<file path="src/verilog/rvDecodePkg.sv">
package rvDecodePkg;

    typedef logic [31:0] instrT;
    typedef logic [31:0] wordT;
    typedef logic [4:0]  regAddrT;
    typedef logic [6:0]  opcodeT;
    typedef logic [2:0]  aluOpT;
    typedef logic [3:0]  aluFuncT;

    // RV32I major opcodes
    localparam opcodeT opRType  = 7'b0110011;
    localparam opcodeT opIType  = 7'b0010011;
    localparam opcodeT opLoad   = 7'b0000011;
    localparam opcodeT opStore  = 7'b0100011;
    localparam opcodeT opBranch = 7'b1100011;
    localparam opcodeT opLui    = 7'b0110111;
    localparam opcodeT opAuipc  = 7'b0010111;
    localparam opcodeT opJal    = 7'b1101111;
    localparam opcodeT opJalr   = 7'b1100111;
    localparam opcodeT opSystem = 7'b1110011;
    localparam opcodeT opFence  = 7'b0001111;

    localparam aluOpT aluOpAdd    = 3'd0;
    localparam aluOpT aluOpBranch = 3'd1;
    localparam aluOpT aluOpReg    = 3'd2;
    localparam aluOpT aluOpImm    = 3'd3;
    localparam aluOpT aluOpPass   = 3'd4; // LUI, AUIPC, JALR

    localparam aluFuncT aluAdd  = 4'd0;
    localparam aluFuncT aluSub  = 4'd1;
    localparam aluFuncT aluSll  = 4'd2;
    localparam aluFuncT aluSlt  = 4'd3;
    localparam aluFuncT aluSltu = 4'd4;
    localparam aluFuncT aluXor  = 4'd5;
    localparam aluFuncT aluSrl  = 4'd6;
    localparam aluFuncT aluSra  = 4'd7;
    localparam aluFuncT aluOr   = 4'd8;
    localparam aluFuncT aluAnd  = 4'd9;
    localparam aluFuncT aluBeq  = 4'd10; // Branch compares
    localparam aluFuncT aluBne  = 4'd11;
    localparam aluFuncT aluBlt  = 4'd12;
    localparam aluFuncT aluBge  = 4'd13;
    localparam aluFuncT aluBltu = 4'd14;
    localparam aluFuncT aluBgeu = 4'd15;

endpackage
</file>
<file path="src/verilog/aluControl.sv">
`timescale 1ns/10ps

module aluControl (
    input  rvDecodePkg::aluOpT   i_aluOp,
    input  logic [2:0]           i_funct3,
    input  logic                 i_funct7b5,
    output rvDecodePkg::aluFuncT o_aluFunc
);
    import rvDecodePkg::*;

    aluFuncT opFunc;
    logic    isImm;

    assign isImm = (i_aluOp == aluOpImm);

    // Shared by register and immediate forms
    always_comb begin
        case (i_funct3)
            3'b000:  opFunc = (i_funct7b5 && !isImm) ? aluSub : aluAdd; // No SUBI
            3'b001:  opFunc = aluSll;
            3'b010:  opFunc = aluSlt;
            3'b011:  opFunc = aluSltu;
            3'b100:  opFunc = aluXor;
            3'b101:  opFunc = i_funct7b5 ? aluSra : aluSrl;
            3'b110:  opFunc = aluOr;
            default: opFunc = aluAnd;
        endcase
    end

    always_comb begin
        case (i_aluOp)
            aluOpReg,
            aluOpImm:    o_aluFunc = opFunc;
            aluOpBranch: begin
                case (i_funct3)
                    3'b000:  o_aluFunc = aluBeq;
                    3'b001:  o_aluFunc = aluBne;
                    3'b100:  o_aluFunc = aluBlt;
                    3'b101:  o_aluFunc = aluBge;
                    3'b110:  o_aluFunc = aluBltu;
                    3'b111:  o_aluFunc = aluBgeu;
                    default: o_aluFunc = aluAdd;
                endcase
            end
            default:     o_aluFunc = aluAdd; // Add and Pass
        endcase
    end

endmodule

</file>
<file path="src/verilog/decodeTop.sv">
`timescale 1ns/10ps

module decodeTop #(
    parameter int regCount = 32
) (
    input  logic                 i_clk,
    input  logic                 i_reset,
    input  logic                 i_inValid,
    input  rvDecodePkg::instrT   i_instr,
    input  rvDecodePkg::wordT    i_pc,
    output logic                 o_inReady,
    input  logic                 i_outReady,
    input  logic                 i_wbEnable,
    input  rvDecodePkg::regAddrT i_wbAddr,
    input  rvDecodePkg::wordT    i_wbData,
    output logic                 o_outValid,
    output logic                 o_branch,
    output logic                 o_memRead,
    output logic                 o_memWrite,
    output logic                 o_memToReg,
    output logic [1:0]           o_aluSrcA,
    output logic                 o_aluSrcB,
    output logic                 o_regWrite,
    output logic [1:0]           o_jump,
    output logic                 o_pcPlus4,
    output logic                 o_csrEnable,
    output logic                 o_exception,
    output rvDecodePkg::aluFuncT o_aluFunc,
    output rvDecodePkg::wordT    o_imm,
    output rvDecodePkg::wordT    o_rs1Data,
    output rvDecodePkg::wordT    o_rs2Data,
    output rvDecodePkg::regAddrT o_rd,
    output rvDecodePkg::wordT    o_pc
);
    import rvDecodePkg::*;

    logic       stall;
    logic       branch;
    logic       memRead;
    logic       memWrite;
    logic       memToReg;
    aluOpT      aluOp;
    logic [1:0] aluSrcA;
    logic       aluSrcB;
    logic       regWrite;
    logic [1:0] jump;
    logic       pcPlus4;
    logic       csrEnable;
    logic       exception;
    aluFuncT    aluFunc;
    wordT       imm;
    wordT       rs1Data;
    wordT       rs2Data;

    mainControl i_mainControl (
        .i_instr(i_instr), .i_stall(stall),
        .o_branch(branch), .o_memRead(memRead), .o_memWrite(memWrite),
        .o_memToReg(memToReg), .o_aluOp(aluOp), .o_aluSrcA(aluSrcA),
        .o_aluSrcB(aluSrcB), .o_regWrite(regWrite), .o_jump(jump),
        .o_pcPlus4(pcPlus4), .o_csrEnable(csrEnable), .o_exception(exception)
    );

    aluControl i_aluControl (
        .i_aluOp(aluOp), .i_funct3(i_instr[14:12]), .i_funct7b5(i_instr[30]),
        .o_aluFunc(aluFunc)
    );

    immediateGen i_immediateGen (
        .i_instr(i_instr), .o_imm(imm)
    );

    registerFile #(.regCount(regCount)) i_registerFile (
        .i_clk(i_clk), .i_reset(i_reset),
        .i_rs1Addr(i_instr[19:15]), .i_rs2Addr(i_instr[24:20]),
        .i_wbEnable(i_wbEnable), .i_wbAddr(i_wbAddr), .i_wbData(i_wbData),
        .o_rs1Data(rs1Data), .o_rs2Data(rs2Data)
    );

    idExStage i_idExStage (
        .i_clk(i_clk), .i_reset(i_reset), .i_inValid(i_inValid), .i_outReady(i_outReady),
        .i_rs1Addr(i_instr[19:15]), .i_rs2Addr(i_instr[24:20]), .i_rdAddr(i_instr[11:7]),
        .i_pc(i_pc), .i_branch(branch), .i_memRead(memRead), .i_memWrite(memWrite),
        .i_memToReg(memToReg), .i_aluSrcA(aluSrcA), .i_aluSrcB(aluSrcB),
        .i_regWrite(regWrite), .i_jump(jump), .i_pcPlus4(pcPlus4),
        .i_csrEnable(csrEnable), .i_exception(exception), .i_aluFunc(aluFunc),
        .i_imm(imm), .i_rs1Data(rs1Data), .i_rs2Data(rs2Data),
        .o_inReady(o_inReady), .o_stall(stall), .o_outValid(o_outValid),
        .o_branch(o_branch), .o_memRead(o_memRead), .o_memWrite(o_memWrite),
        .o_memToReg(o_memToReg), .o_aluSrcA(o_aluSrcA), .o_aluSrcB(o_aluSrcB),
        .o_regWrite(o_regWrite), .o_jump(o_jump), .o_pcPlus4(o_pcPlus4),
        .o_csrEnable(o_csrEnable), .o_exception(o_exception), .o_aluFunc(o_aluFunc),
        .o_imm(o_imm), .o_rs1Data(o_rs1Data), .o_rs2Data(o_rs2Data),
        .o_rd(o_rd), .o_pc(o_pc)
    );

endmodule

</file>
<file path="src/verilog/idExStage.sv">
`timescale 1ns/10ps

module idExStage (
    input  logic                 i_clk,
    input  logic                 i_reset,
    input  logic                 i_inValid,
    input  logic                 i_outReady,
    input  rvDecodePkg::regAddrT i_rs1Addr,
    input  rvDecodePkg::regAddrT i_rs2Addr,
    input  rvDecodePkg::regAddrT i_rdAddr,
    input  rvDecodePkg::wordT    i_pc,
    input  logic                 i_branch,
    input  logic                 i_memRead,
    input  logic                 i_memWrite,
    input  logic                 i_memToReg,
    input  logic [1:0]           i_aluSrcA,
    input  logic                 i_aluSrcB,
    input  logic                 i_regWrite,
    input  logic [1:0]           i_jump,
    input  logic                 i_pcPlus4,
    input  logic                 i_csrEnable,
    input  logic                 i_exception,
    input  rvDecodePkg::aluFuncT i_aluFunc,
    input  rvDecodePkg::wordT    i_imm,
    input  rvDecodePkg::wordT    i_rs1Data,
    input  rvDecodePkg::wordT    i_rs2Data,
    output logic                 o_inReady,
    output logic                 o_stall,
    output logic                 o_outValid,
    output logic                 o_branch,
    output logic                 o_memRead,
    output logic                 o_memWrite,
    output logic                 o_memToReg,
    output logic [1:0]           o_aluSrcA,
    output logic                 o_aluSrcB,
    output logic                 o_regWrite,
    output logic [1:0]           o_jump,
    output logic                 o_pcPlus4,
    output logic                 o_csrEnable,
    output logic                 o_exception,
    output rvDecodePkg::aluFuncT o_aluFunc,
    output rvDecodePkg::wordT    o_imm,
    output rvDecodePkg::wordT    o_rs1Data,
    output rvDecodePkg::wordT    o_rs2Data,
    output rvDecodePkg::regAddrT o_rd,
    output rvDecodePkg::wordT    o_pc
);
    import rvDecodePkg::*;

    // 13 control bits plus function, four words and rd
    localparam int payloadWidth = 13 + $bits(aluFuncT) + 4 * $bits(wordT) + $bits(regAddrT);

    logic                    validQ;
    logic                    hazard;
    logic                    loadEnable;
    logic                    accept;
    logic [payloadWidth-1:0] payloadIn;
    logic [payloadWidth-1:0] payloadQ;

    // Held load writes a register the incoming instruction reads
    assign hazard = validQ && o_memRead && (o_rd != '0) &&
                    (o_rd == i_rs1Addr || o_rd == i_rs2Addr);

    assign loadEnable = !validQ || i_outReady; // Empty or draining
    assign o_inReady  = loadEnable && !hazard;
    assign o_stall    = hazard;
    assign accept     = i_inValid && o_inReady;
    assign o_outValid = validQ;

    assign payloadIn = {i_branch, i_memRead, i_memWrite, i_memToReg, i_aluSrcA, i_aluSrcB,
                        i_regWrite, i_jump, i_pcPlus4, i_csrEnable, i_exception, i_aluFunc,
                        i_imm, i_rs1Data, i_rs2Data, i_rdAddr, i_pc};

    assign {o_branch, o_memRead, o_memWrite, o_memToReg, o_aluSrcA, o_aluSrcB,
            o_regWrite, o_jump, o_pcPlus4, o_csrEnable, o_exception, o_aluFunc,
            o_imm, o_rs1Data, o_rs2Data, o_rd, o_pc} = payloadQ;

    always_ff @(posedge i_clk) begin
        if (i_reset) begin
            validQ   <= 1'b0;
            payloadQ <= '0;
        end else if (loadEnable) begin
            validQ   <= accept;
            payloadQ <= accept ? payloadIn : '0; // Bubble or empty reads as zero
        end
    end

endmodule

</file>
<file path="src/verilog/immediateGen.sv">
`timescale 1ns/10ps

module immediateGen (
    input  rvDecodePkg::instrT i_instr,
    output rvDecodePkg::wordT  o_imm
);
    import rvDecodePkg::*;

    opcodeT opcode;
    logic   sign;

    assign opcode = i_instr[6:0];
    assign sign   = i_instr[31];

    always_comb begin
        case (opcode)
            opIType, opLoad, opJalr: begin
                o_imm = {{20{sign}}, i_instr[31:20]};
            end
            opStore: begin
                o_imm = {{20{sign}}, i_instr[31:25], i_instr[11:7]};
            end
            opBranch: begin
                o_imm = {{20{sign}}, i_instr[7], i_instr[30:25], i_instr[11:8], 1'b0};
            end
            opLui, opAuipc: begin
                o_imm = {i_instr[31:12], 12'd0}; // Upper 20 bits
            end
            opJal: begin
                o_imm = {{12{sign}}, i_instr[19:12], i_instr[20], i_instr[30:21], 1'b0};
            end
            default: begin
                o_imm = '0;
            end
        endcase
    end

endmodule

</file>
<file path="src/verilog/mainControl.sv">
`timescale 1ns/10ps

module mainControl (
    input  rvDecodePkg::instrT i_instr,
    input  logic               i_stall,
    output logic               o_branch,
    output logic               o_memRead,
    output logic               o_memWrite,
    output logic               o_memToReg,
    output rvDecodePkg::aluOpT o_aluOp,
    output logic [1:0]         o_aluSrcA,
    output logic               o_aluSrcB,
    output logic               o_regWrite,
    output logic [1:0]         o_jump,
    output logic               o_pcPlus4,
    output logic               o_csrEnable,
    output logic               o_exception
);
    import rvDecodePkg::*;

    opcodeT opcode;
    logic   isEnvCall;

    assign opcode = i_instr[6:0];

    // ECALL is 12'h000, EBREAK is 12'h001
    assign isEnvCall = (i_instr[14:12] == 3'b000) && (i_instr[19:15] == 5'd0) &&
                       (i_instr[11:7] == 5'd0) &&
                       (i_instr[31:20] == 12'h000 || i_instr[31:20] == 12'h001);

    always_comb begin
        o_branch    = 1'b0;
        o_memRead   = 1'b0;
        o_memWrite  = 1'b0;
        o_memToReg  = 1'b0;
        o_aluOp     = aluOpAdd;
        o_aluSrcA   = 2'd0;
        o_aluSrcB   = 1'b0;
        o_regWrite  = 1'b0;
        o_jump      = 2'd0;
        o_pcPlus4   = 1'b0;
        o_csrEnable = 1'b0;
        o_exception = 1'b0;
        if (!i_stall) begin // Bubble keeps everything low
            case (opcode)
                opRType: begin
                    o_regWrite = 1'b1;
                    o_aluOp    = aluOpReg;
                end
                opIType: begin
                    o_aluSrcB  = 1'b1;
                    o_regWrite = 1'b1;
                    o_aluOp    = aluOpImm;
                end
                opLoad: begin
                    o_memRead  = 1'b1;
                    o_memToReg = 1'b1;
                    o_aluSrcB  = 1'b1;
                    o_regWrite = 1'b1;
                end
                opStore: begin
                    o_memWrite = 1'b1;
                    o_aluSrcB  = 1'b1;
                end
                opBranch: begin
                    o_branch = 1'b1;
                    o_aluOp  = aluOpBranch;
                end
                opLui: begin
                    o_aluSrcA  = 2'd2; // Zero plus immediate
                    o_aluSrcB  = 1'b1;
                    o_regWrite = 1'b1;
                    o_aluOp    = aluOpPass;
                end
                opAuipc: begin
                    o_aluSrcA  = 2'd1; // PC plus immediate
                    o_aluSrcB  = 1'b1;
                    o_regWrite = 1'b1;
                    o_aluOp    = aluOpPass;
                end
                opJal: begin
                    o_regWrite = 1'b1;
                    o_jump     = 2'd1;
                    o_pcPlus4  = 1'b1;
                end
                opJalr: begin
                    o_aluSrcB  = 1'b1;
                    o_regWrite = 1'b1;
                    o_aluOp    = aluOpPass;
                    o_jump     = 2'd2;
                    o_pcPlus4  = 1'b1;
                end
                opFence: begin
                    o_regWrite = 1'b0; // Treated as NOP
                end
                opSystem: begin
                    o_regWrite  = 1'b1;
                    o_csrEnable = 1'b1;
                    o_exception = isEnvCall;
                end
                default: begin
                    o_exception = 1'b1; // Illegal opcode
                end
            endcase
        end
    end

endmodule

</file>
<file path="src/verilog/registerFile.sv">
`timescale 1ns/10ps

module registerFile #(
    parameter int regCount = 32
) (
    input  logic                 i_clk,
    input  logic                 i_reset,
    input  rvDecodePkg::regAddrT i_rs1Addr,
    input  rvDecodePkg::regAddrT i_rs2Addr,
    input  logic                 i_wbEnable,
    input  rvDecodePkg::regAddrT i_wbAddr,
    input  rvDecodePkg::wordT    i_wbData,
    output rvDecodePkg::wordT    o_rs1Data,
    output rvDecodePkg::wordT    o_rs2Data
);
    import rvDecodePkg::*;

    wordT regs [regCount];

    // Zero for x0 and unimplemented registers
    function automatic wordT readPort(input regAddrT addr);
        wordT value;
        if (addr == '0 || addr >= regCount) begin
            value = '0;
        end else if (i_wbEnable && i_wbAddr == addr) begin
            value = i_wbData; // Write-through
        end else begin
            value = regs[addr];
        end
        return value;
    endfunction

    always_ff @(posedge i_clk) begin
        if (i_reset) begin
            for (int i = 0; i < regCount; i++) begin
                regs[i] <= '0;
            end
        end else if (i_wbEnable && i_wbAddr != '0 && i_wbAddr < regCount) begin
            regs[i_wbAddr] <= i_wbData;
        end
    end

    always_comb begin
        o_rs1Data = readPort(i_rs1Addr);
        o_rs2Data = readPort(i_rs2Addr);
    end

endmodule

</file>
<file path="config.mk">
export PLATFORM = sky130hd
export DESIGN_NAME = decodeTop
export DESIGN_NICKNAME = d
export VERILOG_FILES = /design/src/verilog/rvDecodePkg.sv /design/src/verilog/aluControl.sv /design/src/verilog/decodeTop.sv /design/src/verilog/idExStage.sv /design/src/verilog/immediateGen.sv /design/src/verilog/mainControl.sv /design/src/verilog/registerFile.sv
export SDC_FILE = /design/constraint.sdc
export NUM_CORES = 2
export LEC_CHECK = 0
export ABC_CLOCK_PERIOD_IN_PS = 7590
export BUFFER_PORTS_ARGS = -buffer_cell sky130_fd_sc_hd__buf_4
export CAP_MARGIN = 20
export CORE_MARGIN = 10
export CORE_UTILIZATION = 40
export DETAILED_ROUTE_END_ITERATION = 7
export PLACE_DENSITY = 0.58
export SLEW_MARGIN = 20
export SYNTH_ARGS = -nofsm -noshare
export SYNTH_HDL_FRONTEND = slang
export SYNTH_HIERARCHICAL = 1
export SYNTH_SLANG_ARGS = --single-unit
</file>
<file path="constraint.sdc">
create_clock -name i_clk -period 7.59 [get_ports i_clk]
set_input_delay 0.759 -clock i_clk [delete_from_list [all_inputs] [get_ports i_clk]]
set_output_delay 0.759 -clock i_clk [all_outputs]
set_load 0.01 [all_outputs]
</file>
Word-level counts from Yosys, hierarchy flattened
Memory sizes are Yosys's and may differ from the RTL's.
Cells that the tools add are included.
{ "totals": {"mem_bits_rw": 1024, "n_memories": 1, "wordCells": 104, "output_inout_bits": 152, "input_bits": 106, "register_bits": 151} }
{ "memory_table": {"columns": ["name", "words", "word_bits", "rd", "rd_clocked_by_memory_dff", "wr", "line_no", "text"], "rows": [
  ["i_registerFile.regs", 32, 32, 2, 0, 32, "registerFile.sv:18", "wordT regs [regCount];"]
]} }
{ "classes": {"eq_ne": 26, "muxes": 41, "n_reduce_logical": 34} }
{ "ops": {"columns": ["op", "n"], "rows": [
  ["two-way mux 32 bit", 5],
  ["case mux 32 bit (5 select lines)", 1],
  ["two-way mux 150 bit", 1],
  ["OR reduction 32 bit", 1],
  ["equality test 7 bit, second input constant", 4],
  ["case mux 4 bit (7 select lines)", 1],
  ["case mux 4 bit (6 select lines)", 1],
  ["two-way mux 1 bit", 23],
  ["equality test 7 x 6 -> 1 bit, second input constant", 3],
  ["equality test 5 bit", 4],
  ["zero test 5 bit", 3],
  ["equality test 7 x 5 -> 1 bit, second input constant", 2],
  ["equality test 12 x 1 -> 1 bit, second input constant", 1],
  ["equality test 3 x 2 -> 1 bit, second input constant", 4],
  ["equality test 3 bit, second input constant", 4],
  ["logical AND 1 bit", 12],
  ["zero test 12 bit", 1],
  ["case mux 3 bit (4 select lines)", 1],
  ["nonzero test 5 bit", 2],
  ["OR reduction 10 bit", 1],
  ["case mux 2 bit (2 select lines)", 2],
  ["case mux 4 bit (2 select lines)", 1],
  ["OR reduction 8 bit", 1],
  ["equality test 7 x 2 -> 1 bit, second input constant", 1],
  ["other kinds (12)", 21]
]} }

Depth between registers and ports, before layout
{ "depth": {"depth_word": 11, "mapped_depth": 14} }

By module
Netlist, hierarchy kept.
{ "modules_own_cells": {"columns": ["module", "area_per_inst_um2", "instances", "cells_each", "seq_area_each_um2"], "rows": [
  ["registerFile", 55298.0, 1, 3847, 30749.5],
  ["idExStage", 7150.6, 1, 722, 3022.9],
  ["immediateGen", 546.8, 1, 79, 0.0],
  ["mainControl", 335.3, 1, 54, 0.0],
  ["aluControl", 219.0, 1, 27, 0.0]
]} }

Worst setup path before layout
No wires, ideal clock.
{ "synth_timing": {"kind": "in2reg", "startpoint": "in i_instr[16]", "endpoint": "reg i_idExStage.payloadQ[133]", "cell_stages": 13, "arrival_ns": 2.833, "path_buffers": 1, "slack_ns": 4.665, "required_ns": 7.498, "setup_ns": 0.092, "path_cell_list": "xor2_1 nor3_1 nand3_1 a21oi_2 buf_2 inv_1 nand2_1 a21oi_1 nor4b_4 o211ai_1 o211ai_2 nand3_1 o32ai_1"} }
{ "synth_between": {"elab_chain_cells": 11, "word_cells_on_any_way": 17} }
{ "synth_lines": {"columns": ["element", "line_no", "text"], "rows": [
  ["start, declared", "decodeTop.sv:9", "input rvDecodePkg::instrT i_instr,"],
  ["equality test 5 bit *", "idExStage.sv:62", "(o_rd == i_rs1Addr || o_rd == i_rs2Addr);"],
  ["logical OR 1 bit *", "idExStage.sv:62", null],
  ["logical AND 1 bit *", "idExStage.sv:61", "assign hazard = validQ && o_memRead && (o_rd != '0) &&"],
  ["net stall", "decodeTop.sv:37", "logic stall;"],
  ["two-way mux 3 bit *", "mainControl.sv:44", "if (!i_stall) begin"],
  ["net aluOp[2]", "decodeTop.sv:42", "aluOpT aluOp;"],
  ["equality test 3 x 2 -> 1 bit", "aluControl.sv:14, aluControl.sv:31", null],
  ["zero test 1 bit", "aluControl.sv:19", "3'b000: opFunc = (i_funct7b5 && !isImm) ? aluSub : aluAdd;"],
  ["logical AND 1 bit", "aluControl.sv:19", null],
  ["two-way mux 1 bit", "aluControl.sv:19", null],
  ["case mux 4 bit (7 select lines)", "aluControl.sv:18", "case (i_funct3)"],
  ["case mux 4 bit (2 select lines) *", "aluControl.sv:31", "case (i_aluOp)"],
  ["net aluFunc[0]", "decodeTop.sv:50", "aluFuncT aluFunc;"],
  ["two-way mux 150 bit *", "idExStage.sv:84", "payloadQ <= accept ? payloadIn : '0;"],
  ["end signal, assigned", "idExStage.sv:84", null],
  ["end, declared", "idExStage.sv:58", "logic [payloadWidth-1:0] payloadQ;"]
]} }
Mark *: on every way through the listed nets, which the timed path passes. The rest lies on a longest branch.
A chain may end at the register's enable or synchronous reset.

==> out/metrics.sh <==
SLOWEST_DELAY_NS=0.69
NNETSFINAL=4858
MIN_PATH_TYPE='in2reg'
CRIT_FAMILY='simple AND/OR/NAND/NOR gates'
P_INT_uW=12120
FILLER_CELL_COUNT=13970
TOTAL_AREA_OF_MULTI_INPUT_COMBINATIONAL_CELLS_MM2=0.02764
AREAGROWTHSYNTHTOFINISH_PCT=12.71
FINAL.MIN_CLOCK_PERIOD_NS=3.826
CTS_INSERTED_BUFFERS=133
SYN-INSTANCE-COUNT=4729
VDD.IR_DROP.WORST_mV=0.2115
CTS.SINK_COUNT=1175
FP.DIEW_UM=418.6
FINAL_HOLD_VIOL_COUNT=0
YS.FLOP_TYPE='sky130_fd_sc_hd__edfxtp_1'
SEQ_AREA_MM2=0.03377
FLOORPLAN.DIE_AREA_MM2=0.1752
CRITPATHLAUNCHTYPE='input pin'
CTS_ROOT_BUF='sky130_fd_sc_hd__clkbuf_16'
TIMING.CRITICAL_PATH.FANOUT_MAX=65
CLOCKBUFFERDEPTH=3
DETAILROUTE.VIA_COUNT=45380
SYNTH_TOP_CELL_BY_AREA='sky130_fd_sc_hd__edfxtp_1'
POST-SYNTH-TOP-AREA-FRACTION_PCT=48.39
TIMING.CRITICAL_PATH.CELLS='buf_8, nand2b_1, nor2_1, nand3b_1, nor2_4, buf_4, or2_2, buf_4'
FINAL_CORE_UTILIZATION_PCT=45.28
YS_WARN_COUNT=6
SYNTH_AREA_PER_CELL_UM2=13.44
VIA_COUNT_OF_THE_FIRST_GLOBAL_ROUTING_PASS=43240
TRITONCTS_CLOCK_TREE='done'
POST_DRT_VIA_CELL_RATIO=6.530
DATA_ARRIVAL_AT_THE_ENDPOINT_OF_THE_CRITICAL_PATH_NS=4.25
CELLLEAKAGEPOWER_uW=0.02481
PERIOD_SHARE_PCT=50.40
SYNTH-EDFF-COUNT=1024
START_UTIL_PCT=40.17
DRT_WL_TOTAL_UM=258400
SEQ_AREA_FRAC_SYNTH_PCT=53.14
MAPPEDNETLISTAREA_MM2=0.06355
CLK-INSERTION-DELAY-LATE_NS=0.82
CRITICAL_PATH.MOST_COMMON_CELL='sky130_fd_sc_hd__buf_4'
COMB_POWER_SHARE_PCT=12.5
ROUTE.DETAILED.DRC=0
POWER_FRAC_SEQ_PCT=46.0
POST_SYNTH_MAIN_AREA_CONTRIBUTORS='sky130_fd_sc_hd__edfxtp_1 48%, sky130_fd_sc_hd__mux4_2 13%, sky130_fd_sc_hd__and2_1 9.8%'
NETLIST_TOP_CELLS_COUNT='1024 x sky130_fd_sc_hd__edfxtp_1, 998 x sky130_fd_sc_hd__and2_1, 379 x sky130_fd_sc_hd__mux4_2, 377 x sky130_fd_sc_hd__clkbuf_1, 237 x sky130_fd_sc_hd__mux2i_1'
ASYNC_SR_FLOP_FRACTION_PCT=0
RUN_STATUS='finished clean'
LAYOUT-DRIVE-GT1-SHARE_PCT=24.02
POWERDENSITY_mW_PER_MM2=230.5
SHARE_CLK_OF_TOTAL_POWER_PCT=41.5
SWITCHING_SHARE_PCT=26.57
CORE_AREA_MM2=0.1582
FINALSETUPTNS_NS=0
CRITICAL-PATH-SLOWEST-CELL='sky130_fd_sc_hd__buf_4'
GPL.FINAL_WEIGHTED_CONGESTION=0.9201
H_TREE_LVLS=4
ROWS=146
GLOBAL_ROUTE.USAGE.TOTAL_PCT=28.61
GRT_START_MAX_NET_PINS=191
GRT_REMAINING_OVERFLOW=0
SYNTH.LIB_CELLS_USED.DISTINCT=95
YS_SEQ_ELEMENTS=1175
FLOORPLAN.DIE.HEIGHT_UM=418.6
POST_CTS.RESIZED_INSTANCES=0
FMAX_GHz=0.2614
ROUTED_WIRE_LENGTH_PER_INSTANCE_UM=37.18
FINAL-MAX-SLEW-VIOLATION-COUNT=0
FIN_SKEW_NS=0.03152
CTS.HOLD.BUFFERS_ADDED=0
WIRE_LENGTH_OF_THE_FIRST_GLOBAL_ROUTING_PASS_UM=353600
POST_CTS.REPAIR.SETUP_BUFFERS=0
WORST-SLEW-PIN-TRANSITION_NS=1.216
REPORT.FINAL.SETUP_VIOL=0
GRT_ANTENNA_BEFORE_REPAIR=39
MAX-SLEW-MARGIN-REL_PCT=18.92
NUMPORTBUFFERS=257
DRT_ITER0_MARKERS=7586
DRT.ANTENNA.VIOLATING_NETS=0
MAXCAPVIOLATIONS=0
YOSYS.CELL_COUNT.TOP_TYPE='sky130_fd_sc_hd__edfxtp_1'
DRTPASS1ITERATIONS=6
HPWL_UM=158200
RSZ0062_AT_GRT='false'
SWITCH_PWR_uW=4385
WORSTSETUPPATHTYPE='in2reg'
WORST_SETUP_HOLD_PATH_CLK_SLEW_NS=0.06
SETUP_CRIT_END_KIND='flop'
BOUNDARYPINS=258
TIMING.CRITICAL_PATH.BUF_INV=3
CP_DATA_REQUIRED_TIME_NS=8.01
## power groups by stage
stage	logic, uW	clock network (uW)	registers (uW)
detailed placement	2000	0	7720
CTS	2010	6910	7580
global route	2100	7150	7620
finish	2060	6850	7600
global placement	2000	0	7700
floorplan	1200	0	7620
## worst register-to-register path, stage by stage (launching register included)
cell and delay [ns]:
sky130_fd_sc_hd__dfxtp_1 0.53, sky130_fd_sc_hd__xor2_1 0.12, sky130_fd_sc_hd__nor3_1 0.20, sky130_fd_sc_hd__nand3_1 0.15
sky130_fd_sc_hd__a21oi_4 0.89, sky130_fd_sc_hd__buf_4 0.72, sky130_fd_sc_hd__buf_12 0.56, sky130_fd_sc_hd__o32ai_1 0.32
## stage by stage
step | total power [uW] | hold WS [ns] | cells | worst slack (ns) | area [um^2]
floorplan | 8823 | 0.5062 | 4760 | 4.665 | 63670
global placement | 9697 | 0.4750 | 6686 | 3.140 | 67040
detailed placement | 9715 | 0.4769 | 6686 | 3.120 | 67040
CTS | 16500 | 0.2071 | 6934 | 3.789 | 71590
global route | 16880 | 0.2426 | 6940 | 3.686 | 71600
finish | 16510 | 0.2441 | 6949 | 3.764 | 71630
## final cells by class
type / instances / area share, %
Antenna cell: 15 / 0.05240
Clock buffer: 171 / 5.003
Clock inverter: 77 / 1.356
Inverter: 8 / 0.04192
Multi-Input combinational cell: 3049 / 38.59
Sequential cell: 1175 / 47.15
Tap cell: 2072 / 3.619
Timing Repair Buffer: 382 / 4.189
## sequential cells by signal (all words and copies together) (netlist names)
name,cells
i_idExStage/o_outValid,1
i_registerFile/regs,1024
i_idExStage/payloadQ,150
## worst paths after layout
path / cells after the start / from / slack [ns] / end
max: 8 / i_reset / 3.76 / i_registerFile/regs[20][21]
min: 3 / i_pc[16] / 0.24 / i_idExStage/payloadQ[16]
max reg2reg: 7 / i_idExStage/payloadQ[32] / 3.93 / i_idExStage/payloadQ[51]
min reg2reg: 2 / i_idExStage/payloadQ[10] / 0.49 / i_idExStage/payloadQ[10]
## layout by cell type, fill, tap and decap left out, types with 70 or more instances in the layout
master,instances
sky130_fd_sc_hd__nand2_1,111
sky130_fd_sc_hd__o32ai_2,70
sky130_fd_sc_hd__nand3_1,174
sky130_fd_sc_hd__mux2i_1,237
sky130_fd_sc_hd__o32ai_1,81
sky130_fd_sc_hd__clkbuf_16,135
sky130_fd_sc_hd__dfxtp_1,151
sky130_fd_sc_hd__o22ai_1,98
sky130_fd_sc_hd__mux4_2,379
sky130_fd_sc_hd__buf_4,369
sky130_fd_sc_hd__edfxtp_1,1024
sky130_fd_sc_hd__nand2b_1,162
sky130_fd_sc_hd__and2_1,997
## logic make-up after synthesis
logic type | after synthesis | synth area share [%]
other cells | 1 | 0.005901
simple gates | 1674 | 15.64
flops | 1175 | 53.14
xor+xnor | 21 | 0.2894
compound gates | 659 | 8.687
fa+ha+maj | 3 | 0.05907
buf+inv | 536 | 4.022
mux | 660 | 18.16
## layer usage
metal | vias to the layer above | global-route usage, % | share of wire (%)
li1 | 18150 | - | -
met3 | 671 | 8.524 | 13
met5 | - | 0 | 0.054
met2 | 3384 | 42.41 | 44
met4 | 16 | 14.81 | 5.8
met1 | 23150 | 37.83 | 38
(Power assumes the default switching activity.)
